## src/source/icache_pkg.sv

```systemverilog
package icache_pkg;

    //////////////////////////////////////////////////////////////////////
    // Cache geometry
    //////////////////////////////////////////////////////////////////////

    localparam int ADDR_W   = 32;
    localparam int LINE_W   = 128;
    localparam int OFFSET_W = 4;
    localparam int INDEX_W  = 6;
    localparam int TAG_W    = 22;
    localparam int NWAY     = 2;
    localparam int NSET     = 1 << INDEX_W;

    //////////////////////////////////////////////////////////////////////
    // Address word
    //////////////////////////////////////////////////////////////////////

    // Normal lookup view
    typedef struct packed {
        logic [TAG_W-1:0]    tag;
        logic [INDEX_W-1:0]  index;
        logic [OFFSET_W-1:0] offset;
    } fetch_addr_t;

    // Index invalidate view, way number sits in the lowest tag bit
    typedef struct packed {
        logic [TAG_W-2:0]    unused;
        logic                way;
        logic [INDEX_W-1:0]  index;
        logic [OFFSET_W-1:0] offset;
    } idx_addr_t;

    typedef union packed {
        fetch_addr_t fetch;
        idx_addr_t   idx;
    } icache_addr_u;

    //////////////////////////////////////////////////////////////////////
    // Cache operations
    //////////////////////////////////////////////////////////////////////

    typedef enum logic [1:0] {
        CACOP_NONE    = 2'd0,
        CACOP_IDX_INV = 2'd1,
        CACOP_HIT_INV = 2'd2
    } cacop_e;

endpackage

```

## src/source/icache_lookup_if.sv

```systemverilog
interface icache_lookup_if;

    import icache_pkg::*;

    // Stage-1 request
    logic         valid;
    icache_addr_u addr;
    cacop_e       op;

    // Array contents for the stage-1 set, one entry per way
    logic [NWAY-1:0][TAG_W-1:0]  tag_rd;
    logic [NWAY-1:0]             vld_rd;
    logic [NWAY-1:0][LINE_W-1:0] data_rd;

    // Request side
    modport src (
        output valid,
        output addr,
        output op
    );

    // Consumer side of the request, the array fills in the read fields
    modport dst (
        input  valid,
        input  addr,
        input  op,
        output tag_rd,
        output vld_rd,
        output data_rd
    );

endinterface

```

## src/source/icache_addr_decode.sv

```systemverilog
module icache_addr_decode (
    input  logic                      clk,
    input  logic                      rst_n,

    // Fetch request
    input  logic                      req_i,
    input  icache_pkg::icache_addr_u  addr_i,

    // Cache operation
    input  logic                      cacop_en_i,
    input  icache_pkg::cacop_e        cacop_mode_i,
    input  icache_pkg::icache_addr_u  cacop_addr_i,

    input  logic                      stall_i,
    output logic                      take_o,

    icache_lookup_if.src              lk,
    output logic [icache_pkg::INDEX_W-1:0] rd_index_o
);

    import icache_pkg::*;

    logic         s1_valid;
    icache_addr_u s1_addr;
    cacop_e       s1_op;

    // Stage 1 frees up whenever refill control is not holding it
    assign take_o = req_i && !stall_i;

    //////////////////////////////////////////////////////////////////////
    // Array read index
    //////////////////////////////////////////////////////////////////////

    always_comb begin
        if (cacop_en_i) begin
            rd_index_o = cacop_addr_i.fetch.index;
        end else if (stall_i) begin
            // Replay of the held miss
            rd_index_o = s1_addr.fetch.index;
        end else begin
            rd_index_o = addr_i.fetch.index;
        end
    end

    //////////////////////////////////////////////////////////////////////
    // Stage-1 request register
    //////////////////////////////////////////////////////////////////////

    always_ff @(posedge clk or negedge rst_n) begin
        if (!rst_n) begin
            s1_valid <= 1'b0;
            s1_addr  <= '0;
            s1_op    <= CACOP_NONE;
        end else if (cacop_en_i) begin
            s1_valid <= 1'b1;
            s1_addr  <= cacop_addr_i;
            s1_op    <= cacop_mode_i;
        end else if (!stall_i) begin
            // A finished cache op drops out here since req_i is low
            s1_valid <= req_i;
            s1_op    <= CACOP_NONE;
            if (req_i) begin
                s1_addr <= addr_i;
            end
        end
    end

    assign lk.valid = s1_valid;
    assign lk.addr  = s1_addr;
    assign lk.op    = s1_op;

endmodule

```

## src/flat_wrapper.sv

```systemverilog
// flat-port wrapper written by rule: the top's interface ports become plain ports
module icache_addr_decode_flat import icache_pkg::*;
  (clk, rst_n, req_i, addr_i, cacop_en_i, cacop_mode_i, cacop_addr_i, stall_i, take_o, rd_index_o, lk_valid, lk_addr, lk_op);
  icache_lookup_if lk_i ();
  input  logic clk;
  input  logic rst_n;
  input  logic req_i;
  input  icache_pkg::icache_addr_u addr_i;
  input  logic cacop_en_i;
  input  icache_pkg::cacop_e cacop_mode_i;
  input  icache_pkg::icache_addr_u cacop_addr_i;
  input  logic stall_i;
  output logic take_o;
  output logic [icache_pkg::INDEX_W-1:0] rd_index_o;
  output wire logic [$bits(lk_i.valid)-1:0] lk_valid;
  output wire logic [$bits(lk_i.addr)-1:0] lk_addr;
  output wire logic [$bits(lk_i.op)-1:0] lk_op;
  assign lk_valid = lk_i.valid;
  assign lk_addr = lk_i.addr;
  assign lk_op = lk_i.op;
  icache_addr_decode u_core (.clk(clk), .rst_n(rst_n), .req_i(req_i), .addr_i(addr_i), .cacop_en_i(cacop_en_i), .cacop_mode_i(cacop_mode_i), .cacop_addr_i(cacop_addr_i), .stall_i(stall_i), .take_o(take_o), .lk(lk_i), .rd_index_o(rd_index_o));
endmodule
```

## config.mk

```make
export PLATFORM = sky130hd
export DESIGN_NAME = icache_addr_decode_flat
export DESIGN_NICKNAME = d
export VERILOG_FILES = /design/src/source/icache_pkg.sv /design/src/source/icache_lookup_if.sv /design/src/source/icache_addr_decode.sv /design/src/flat_wrapper.sv
export SDC_FILE = /design/constraint.sdc
export NUM_CORES = 1
export LEC_CHECK = 0
export BUFFER_PORTS_ARGS = -buffer_cell sky130_fd_sc_hd__buf_2
export CAP_MARGIN = 30
export CORE_ASPECT_RATIO = 1.5
export CORE_UTILIZATION = 35
export CTS_BUF_LIST = sky130_fd_sc_hd__clkbuf_16
export CTS_CLUSTER_DIAMETER = 50
export CTS_CLUSTER_SIZE = 25
export DETAILED_ROUTE_END_ITERATION = 10
export GPL_TIMING_DRIVEN = 0
export PLACE_DENSITY = 0.61
export SLEW_MARGIN = 15
export SYNTH_ARGS = -nofsm -noshare
export SYNTH_HDL_FRONTEND = slang
export SYNTH_SLANG_ARGS = --single-unit
```

## constraint.sdc

```tcl
create_clock -name clk -period 1.52 [get_ports clk]
set_input_delay 0.304 -clock clk [delete_from_list [all_inputs] [get_ports clk]]
set_output_delay 0.304 -clock clk [all_outputs]
set_load 0.005 [all_outputs]
```

==> results of run 1 <==
-- state kept, by name, summed over array words and instances (netlist names) --
| register | count |
|---|---|
| u_core.lk.addr | 32 |
| u_core.lk.op | 2 |
| u_core.lk.valid | 1 |
-- metal layers --
metal	track usage, %	up-vias	share of wire, %	wire length, um
li1	-	975	-	-
met2	33.3	80	51	3190
met5	0	-	0	0
met3	3.56	10	5.3	333
met1	22.5	977	42	2600
met4	7.04	0	1.9	121
-- critical path, stage by stage --
cell and delay, ns:
buf_2 0.13, nand2b_1 0.15, buf_6 0.15, inv_4 0.11, buf_6 0.19, buf_2 0.13
-- layout make-up --
type / instances / area [sq um]
buffer: 21 / 144
clock buffer: 5 / 125
clock inverter: 3 / 11.3
fill: 616 / 3120
inverter: 33 / 126
multi-input combinational: 114 / 1080
sequential: 35 / 876
tap: 74 / 92.6
timing repair buffer: 111 / 556
-- cells in the final DEF, fill, tap and decap left out, types with 6 or more instances in the layout --
cell type,count
buf_2,113
clkbuf_1,8
dfrtp_1,35
inv_1,33
mux2i_1,12
nand2_1,27
nand4bb_1,25
nor2_1,6
o311ai_1,7
o311ai_2,19
-- what timing repair did --
action / in CTS / in global routing
pin swaps: 0 / 0
endpoints found under the setup margin: 6 / 6
resized for setup: 2 / 3
-- how the worst max path moves through the flow --
stage          slack [ns]            end  startpoint  cells past startpoint
2_1_floorplan        0.18  rd_index_o[0]  cacop_en_i                      4
3_3_place_gp        -0.09  rd_index_o[1]  cacop_en_i                      5
3_5_place_dp        -0.08  rd_index_o[5]  cacop_en_i                      5
4_1_cts              0.01  rd_index_o[5]  cacop_en_i                      4
5_1_grt              0.01         take_o     stall_i                      6
6_report             0.05         take_o     stall_i                      6
-- kinds of logic after synthesis --
logic type             after synthesis
and+or+nand+nor                     67
AOI/OAI and AO/OA                   35
DFF                                 35
muxes                               12
buffers and inverters               55
-- power by group --
part,internal [uW],switching [uW]
sequential,1030,51.5
combinational,311,303
clock,589,362
-- stage by stage --
stage	power [uW]	hold WS, ns	instances	setup TNS (ns)
floorplan	1420	0.00841	204	0
global route	2780	0.202	396	0
global placement	1700	0.453	389	-0.493
CTS	2680	0.167	396	0
detailed placement	1710	0.460	389	-0.423
finish	2640	0.121	396	0
==> flow_summary.yaml, run 1 <==
setup_path:
  timing.critical_path.required_ns: 1.22
  end_kind: "output port"
  regToRegSetupSlack_ns: 0.74
  arrival_ns: 1.17
  reg2reg_depth: 2
  crit_type: "in2out"
  cp_max_fo: 10
  end_of_the_worst_register_to_register_path: "u_core.lk.addr[6]"
  critical_path.startpoint_type: "input pin"
  r2r_start: "u_core.lk.addr[6]"
clock_tree:
  cts.clk_slew.worst_paths_ns: 0.05
  post-cts-setup-buffers: 0
  cts_tree: "built"
  cts_hold_buffers: 0
  htree_num_levels: 2
  clk_latency_worst_skew_pair_ns: 0.27
  cts_root_buffer: "clkbuf_16"
  max-clock-path-buffers: 2
  cts-buffers-inserted: 5
  cts.sinks: 35
synth:
  post_synth_inst_count: 204
  synth_seq_cells: 35
  synth_warnings: 0
  simple_gate_fraction_of_synth_area_pct: 22.3
  synth-edff-count: 0
  synth.mux.area_fraction_pct: 5.43
  post-synth-top-area-fraction_pct: 39.6
  sequential_fraction_of_the_synthesis_area_pct: 39.6
  yosys.area_share.xor_xnor_pct: 0
  synth_compound_area_share_pct: 21.0
  synth_top_cell_by_area: "dfrtp_1"
  avgSynthCellArea_sq_um: 10.8
  synth_top_family_by_area: "simple AND/OR/NAND/NOR gates"
  post_synth_num_cell_types: 23
  netlist_top_cells_area: "dfrtp_1, o311ai_2, nand4bb_1"
  async_flop_share_pct: 100
  most_common_library_cells_after_synthesis: "dfrtp_1, inv_1, nand2_1, nand4bb_1, o311ai_2"
  ys.flop_type: "dfrtp_1"
  post-synth-top-count-cell: "dfrtp_1"
  synth-adder-area-share_pct: 0
  post_synthesis_net_count: 275
  area_of_the_mapped_netlist_sq_um: 2210
routing:
  drt_pass1_iterations: 7
  antenna_violating_nets_post_route: 0
  post_drt_wl_per_cell_um: 15.8
  wirelength_um: 6250
  drc_errors_left: 2
  drt_first_iter_violations: 113
  via_total_after_detailed_routing: 2042
  post_drt_via_cell_ratio: 5.16
sta:
  max_slew.worst_pin.slew_ns: 0.844
  setup_viol: 0
  slew-limit-headroom_pct: 43.7
  timing.final.hold_violations: 0
  layout_worst_path_cycle_share_pct: 96.7
  finalClockSkew_ns: 0
  rsz0062_at_grt: "no"
  report.final.slew_viol_count: 0
  upper_clock_frequency_limit_mhz: 680
  fin_crit_ns: 1.47
  final.setup.worst_slack_ns: 0.0501
floorplanning:
  die-width_um: 66.9
  die_area_sq_um: 6650
  core_region_area_sq_um: 6130
  io_pins: 113
  fp-row-count: 35
  die_h_um: 99.4
  floorplan.initialDensity_pct: 36.1
grt:
  grt_antenna_before_repair: 0
  first_global_vias: 1974
  grt.overflow.total: 0
  total_track_usage_pct: 19.0
  grt_max_degree: 36
  first_pass_grt_wire_length_um: 9570
outcome:
  run_status: "complete, but fails checks"
  failed_checks: "DRC"
placed_design:
  place_ws_ns: -0.0789
  placed_cell_area_sq_um: 2860
  place_hpwl_um: 4650
  io_buffers: 111
  place_congestion: 0.781
final_layout:
  finish.net_count: 392
  util_after_layout_pct: 49.1
  final_design_area_no_fill_sq_um: 3010
  antenna-diode-count: 0
  post_route_cells_drive_above_1_share_pct: 47.8
  synthToLayoutAreaGrowth_pct: 36.0
hold_path:
  holdCritPathClass: "in2async"
pwr:
  power_per_cell_area_nw_per_um2: 878
  irDropWorstVdd_mv: 0.485
  power.static_leakage_uw: 0.00147
flow_run:
  drv_cap: 0
Power figures use the tool's default switching activity.
==> inputs of run 2 (changes only) <==
==> constraint.sdc (replaced) <==
create_clock -name clk -period 1.52 [get_ports clk]
set_input_delay 0.228 -clock clk [delete_from_list [all_inputs] [get_ports clk]]
set_output_delay 0.228 -clock clk [all_outputs]
set_load 0.005 [all_outputs]
==> flow_summary.yaml, run 2 (synthesized netlist as in run 1, its figures left out) <==
sta:
  finalClockSkew_ns: 0
  upper_clock_frequency_limit_mhz: 701
  final.setup.worst_slack_ns: 0.0926
  setup_viol: 0
  max_slew.worst_pin.slew_ns: 0.847
  timing.setup.tns_ns: 0
  timing.final.hold_violations: 0
  layout_worst_path_cycle_share_pct: 93.9
  report.final.slew_viol_count: 0
  slew-limit-headroom_pct: 43.5
  fin_crit_ns: 1.43
  rsz0062_at_grt: "no"
final_layout:
  util_after_layout_pct: 48.9
  mostFrequentLayoutCells: "buf_2, dfrtp_1, inv_1"
  final_common_cell: "buf_2"
  largest_reg_flops: 32
  final_design_area_no_fill_sq_um: 3000
  synthToLayoutAreaGrowth_pct: 35.4
  post_route_cells_drive_above_1_share_pct: 48.0
  finish.net_count: 393
  antenna-diode-count: 0
setup_path:
  cp_top_family: "buffers and inverters"
  timing.critical_path.slowest_cell_delay_ns: 0.25
  cp_max_fo: 10
  reg2reg_depth: 2
  cpMaxStageDelayCell: "buf_2"
  path_depth: 5
  crit_type: "in2out"
  critical_path.startpoint_type: "input pin"
  end_kind: "output port"
  path_cells: "buf_2, buf_2, buf_4, mux2i_1, buf_2"
  cpMostUsedCell: "buf_2"
  arrival_ns: 1.20
  critPathBufInv: 4
  timing.critical_path.required_ns: 1.29
clock_tree:
  post-cts-setup-buffers: 0
  htree_num_levels: 2
  cts.sinks: 35
  cts_root_buffer: "clkbuf_16"
  cts_tree: "built"
  cts-buffers-inserted: 5
  clk_latency_worst_skew_pair_ns: 0.27
  cts.clk_slew.worst_paths_ns: 0.05
  max-clock-path-buffers: 2
  cts_repair_resize_count: 0
  cts_hold_buffers: 0
floorplanning:
  io_pins: 113
  die-width_um: 66.9
  fp-row-count: 35
  core_region_area_sq_um: 6130
  die_h_um: 99.4
  floorplan.initialDensity_pct: 36.1
  die_area_sq_um: 6650
routing:
  post_drt_wl_per_cell_um: 15.7
  post_drt_via_cell_ratio: 5.12
  wirelength_um: 6240
  drt_pass1_iterations: 7
  antenna_violating_nets_post_route: 0
  via_total_after_detailed_routing: 2032
  drc_errors_left: 2
  drt_first_iter_violations: 109
placed_design:
  placed_cell_area_sq_um: 2860
  place_hpwl_um: 4650
  io_buffers: 111
  place_congestion: 0.781
  place_ws_ns: 0.0731
flow_run:
  drv_cap: 0
pwr:
  irDropWorstVdd_mv: 0.484
  power.static_leakage_uw: 0.00147
  switchingPower_uw: 716
  internal_power_uw: 1920
  power.sequential.fraction_pct: 40.8
  total_power_uw: 2640
  share_comb_of_total_power_pct: 23.1
  power_per_cell_area_nw_per_um2: 880
  switching_share_pct: 27.1
  clock_group_share_of_total_power_pct: 36.1
hold_path:
  holdCritPathClass: "in2async"
grt:
  total_track_usage_pct: 19.0
  grt_max_degree: 36
  first_pass_grt_wire_length_um: 9550
  grt.overflow.total: 0
  first_global_vias: 1966
  grt_antenna_before_repair: 0
outcome:
  failed_checks: "DRC"
  run_status: "complete, but fails checks"
## run 2: cell count changes in the layout (fill, tap and decap cells not counted)
cell,change
buf_2,+3
buf_6,-1
buf_4,+1
clkbuf_4,-1
buf_8,-1
## run 2: per-stage QoR
stage	hold slack, ns	std cells
6_report	0.0452	397
5_1_grt	0.126	397
4_1_cts	0.0908	397
3_5_place_dp	0.384	389
3_3_place_gp	0.377	389
2_1_floorplan	-0.0676	204
## run 2: per-layer routing
layer / GRT usage (%) / share of wire, % / wire (um) / vias up
met2: 32.9 / 51 / 3170 / 70
met3: 3.56 / 4.9 / 303 / 10
met1: 22.8 / 42 / 2640 / 976
li1: - / - / - / 976
met4: 7.04 / 2.0 / 122 / 0
met5: 0 / 0 / 0 / -
## run 2: final cells by class
cell class,count,area [sq um]
Multi-Input combinational cell,114,1080
Clock buffer,5,125
Buffer,22,133
Inverter,33,126
Sequential cell,35,876
Timing Repair Buffer,111,556
Clock inverter,3,11.3
Fill cell,612,3130
Tap cell,74,92.6
## run 2: final timing paths
kind	from	to	slack [ns]
worst max-delay path	cacop_en_i	rd_index_o[5]	0.09
worst min-delay path	rst_n	u_core.lk.op[1]	0.05
worst max register to register	u_core.lk.addr[5]	u_core.lk.addr[5]	0.74
worst min register to register	u_core.lk.op[0]	u_core.lk.op[0]	0.49
max in group asynchronous	rst_n	u_core.lk.addr[20]	0.92
min in group clk	cacop_addr_i[22]	u_core.lk.addr[22]	0.18
## run 2: power by group through the flow
stage | Combinational [uW] | Sequential, uW | Clock, uW
3_3_place_gp | 611 | 1090 | 0
2_1_floorplan | 318 | 1100 | 0
5_1_grt | 674 | 1090 | 1010
4_1_cts | 620 | 1080 | 986
6_report | 608 | 1080 | 952
3_5_place_dp | 618 | 1090 | 0
==> inputs of run 3 (changes only) <==
--- a/config.mk
+++ b/config.mk
@@ -14,7 +14,7 @@
 export CTS_CLUSTER_SIZE = 25
 export DETAILED_ROUTE_END_ITERATION = 10
 export GPL_TIMING_DRIVEN = 0
-export PLACE_DENSITY = 0.61
+export PLACE_DENSITY = 0.64
 export SLEW_MARGIN = 15
 export SYNTH_ARGS = -nofsm -noshare
 export SYNTH_HDL_FRONTEND = slang
==> constraint.sdc (replaced) <==
create_clock -name clk -period 1.3 [get_ports clk]
set_input_delay 0.195 -clock clk [delete_from_list [all_inputs] [get_ports clk]]
set_output_delay 0.195 -clock clk [all_outputs]
set_load 0.005 [all_outputs]
==> flow_summary.yaml, run 3 (synthesized netlist as in run 1, its figures left out) <==
setup_path:
  r2r_start: "u_core.lk.addr[5]"
  regToRegSetupSlack_ns: 0.45
  timing.critical_path.required_ns: 1.11
  critical_path.endpoint: "take_o"
  arrival_ns: 1.06
  cp_max_fo: 10
  cp-startpoint: "stall_i"
  end_kind: "output port"
  reg2reg_depth: 2
  end_of_the_worst_register_to_register_path: "u_core.lk.addr[5]"
  crit_type: "in2out"
  critical_path.startpoint_type: "input pin"
floorplanning:
  io_pins: 113
  die_area_sq_um: 6650
  core_region_area_sq_um: 6130
  floorplan.initialDensity_pct: 36.1
  die-width_um: 66.9
  fp-row-count: 35
  die_h_um: 99.4
sta:
  timing.hold.ws_ns: 0.0102
  finalClockSkew_ns: 0
  timing.final.hold_violations: 0
  upper_clock_frequency_limit_mhz: 799
  fin_crit_ns: 1.25
  report.final.slew_viol_count: 0
  rsz0062_at_grt: "no"
  layout_worst_path_cycle_share_pct: 96.3
  slew-limit-headroom_pct: 45.2
  setup_viol: 0
  max_slew.worst_pin.slew_ns: 0.823
placed_design:
  io_buffers: 111
  place_congestion: 0.761
  place_hpwl_um: 4660
routing:
  wirelength_um: 6220
  post_drt_via_cell_ratio: 5.09
  wl_met3_um: 310
  highest_layer: "met4"
  drc_errors_left: 0
  met1_length_um: 2550
  drt_pass1_iterations: 4
  met2_length_um: 3240
  antenna_violating_nets_post_route: 0
  drt_first_iter_violations: 60
  via_total_after_detailed_routing: 2009
  post_drt_wl_per_cell_um: 15.7
pwr:
  power.static_leakage_uw: 0.00147
  internal_power_uw: 2250
  clock_group_share_of_total_power_pct: 36.2
  power_per_cell_area_nw_per_um2: 1030
  switchingPower_uw: 842
  switching_share_pct: 27.2
  power.sequential.fraction_pct: 40.7
  irDropWorstVdd_mv: 0.458
  share_comb_of_total_power_pct: 23.1
flow_run:
  drv_cap: 0
clock_tree:
  cts_root_buffer: "clkbuf_16"
  htree_num_levels: 2
  max-clock-path-buffers: 2
  post-cts-setup-buffers: 0
  cts.clk_slew.worst_paths_ns: 0.05
  cts_hold_buffers: 0
  clk_latency_worst_skew_pair_ns: 0.28
  cts_tree: "built"
  cts-buffers-inserted: 5
  cts.sinks: 35
grt:
  grt.overflow.total: 0
  first_pass_grt_wire_length_um: 9940
  first_global_vias: 2047
  grt_antenna_before_repair: 0
  total_track_usage_pct: 19.9
  grt_max_degree: 36
final_layout:
  largest_reg_flops: 32
  final.fill_count: 606
  util_after_layout_pct: 49.0
  final_common_cell: "buf_2"
  finish.net_count: 392
  post_route_cells_drive_above_1_share_pct: 48.3
  synthToLayoutAreaGrowth_pct: 35.8
  antenna-diode-count: 0
  mostFrequentLayoutCells: "buf_2, dfrtp_1, inv_1"
outcome:
  run_status: "completed"
hold_path:
  holdCritPathClass: "in2async"
run 3: worst min path at each step:
| stage | start | endpoint | slack [ns] |
|---|---|---|---|
| floorplan | rst_n | u_core.lk.addr[0] | -0.10 |
| global placement | rst_n | u_core.lk.op[0] | 0.34 |
| detailed placement | rst_n | u_core.lk.op[0] | 0.34 |
| CTS | rst_n | u_core.lk.op[0] | 0.05 |
| global route | rst_n | u_core.lk.op[0] | 0.08 |
| finish | rst_n | u_core.lk.op[0] | 0.01 |
run 3: critical path: stages:
cell,delay [ns]
buf_2,0.13
nand2b_1,0.15
buf_6,0.14
inv_4,0.12
buf_6,0.19
buf_2,0.13
run 3: per-layer routing:
metal | up-vias | GRT usage [%]
met5 | - | 0
met4 | 0 | 7.53
met3 | 9 | 3.44
met2 | 70 | 34.7
met1 | 958 | 23.7
li1 | 972 | -
run 3: final cells by class:
| cell class | instances | area (sq um) | area share, % |
|---|---|---|---|
| multi-input cells | 114 | 1080 | 35.9 |
| flip-flops and latches | 35 | 876 | 29.1 |
| repair buffers | 111 | 556 | 18.5 |
| plain buffers | 21 | 144 | 4.79 |
| inverters | 33 | 126 | 4.20 |
| clock buffers | 5 | 125 | 4.16 |
| well taps | 74 | 92.6 | 3.08 |
| clock inverters | 2 | 8.76 | 0.291 |
run 3: repair_timing:
| action | in CTS | in global routing |
|---|---|---|
| pin swaps | 0 | 0 |
| gates cloned | 0 | 0 |
| endpoints found under the setup margin | 6 | 7 |
| resized for setup | 2 | 3 |
run 3: metrics by stage:
step           std cells  worst slack (ns)  power [uW]  TNS [ns]  cell area (sq um)
2_1_floorplan        204             0.175        1660         0               2210
3_3_place_gp         389           -0.0813        1980    -0.456               2860
3_5_place_dp         389           -0.0893        2000    -0.487               2860
4_1_cts              395            0.0239        3130         0               3000
5_1_grt              395           0.00310        3260         0               3010
6_report             395            0.0480        3090         0               3010
run 3: power groups by stage:
stage,sequential (uW),combinational [uW],clock [uW]
after global routing,1270,795,1190
after global placement,1280,707,0
final,1260,713,1120
after floorplan,1290,371,0
after detailed placement,1280,721,0
after CTS,1260,723,1140
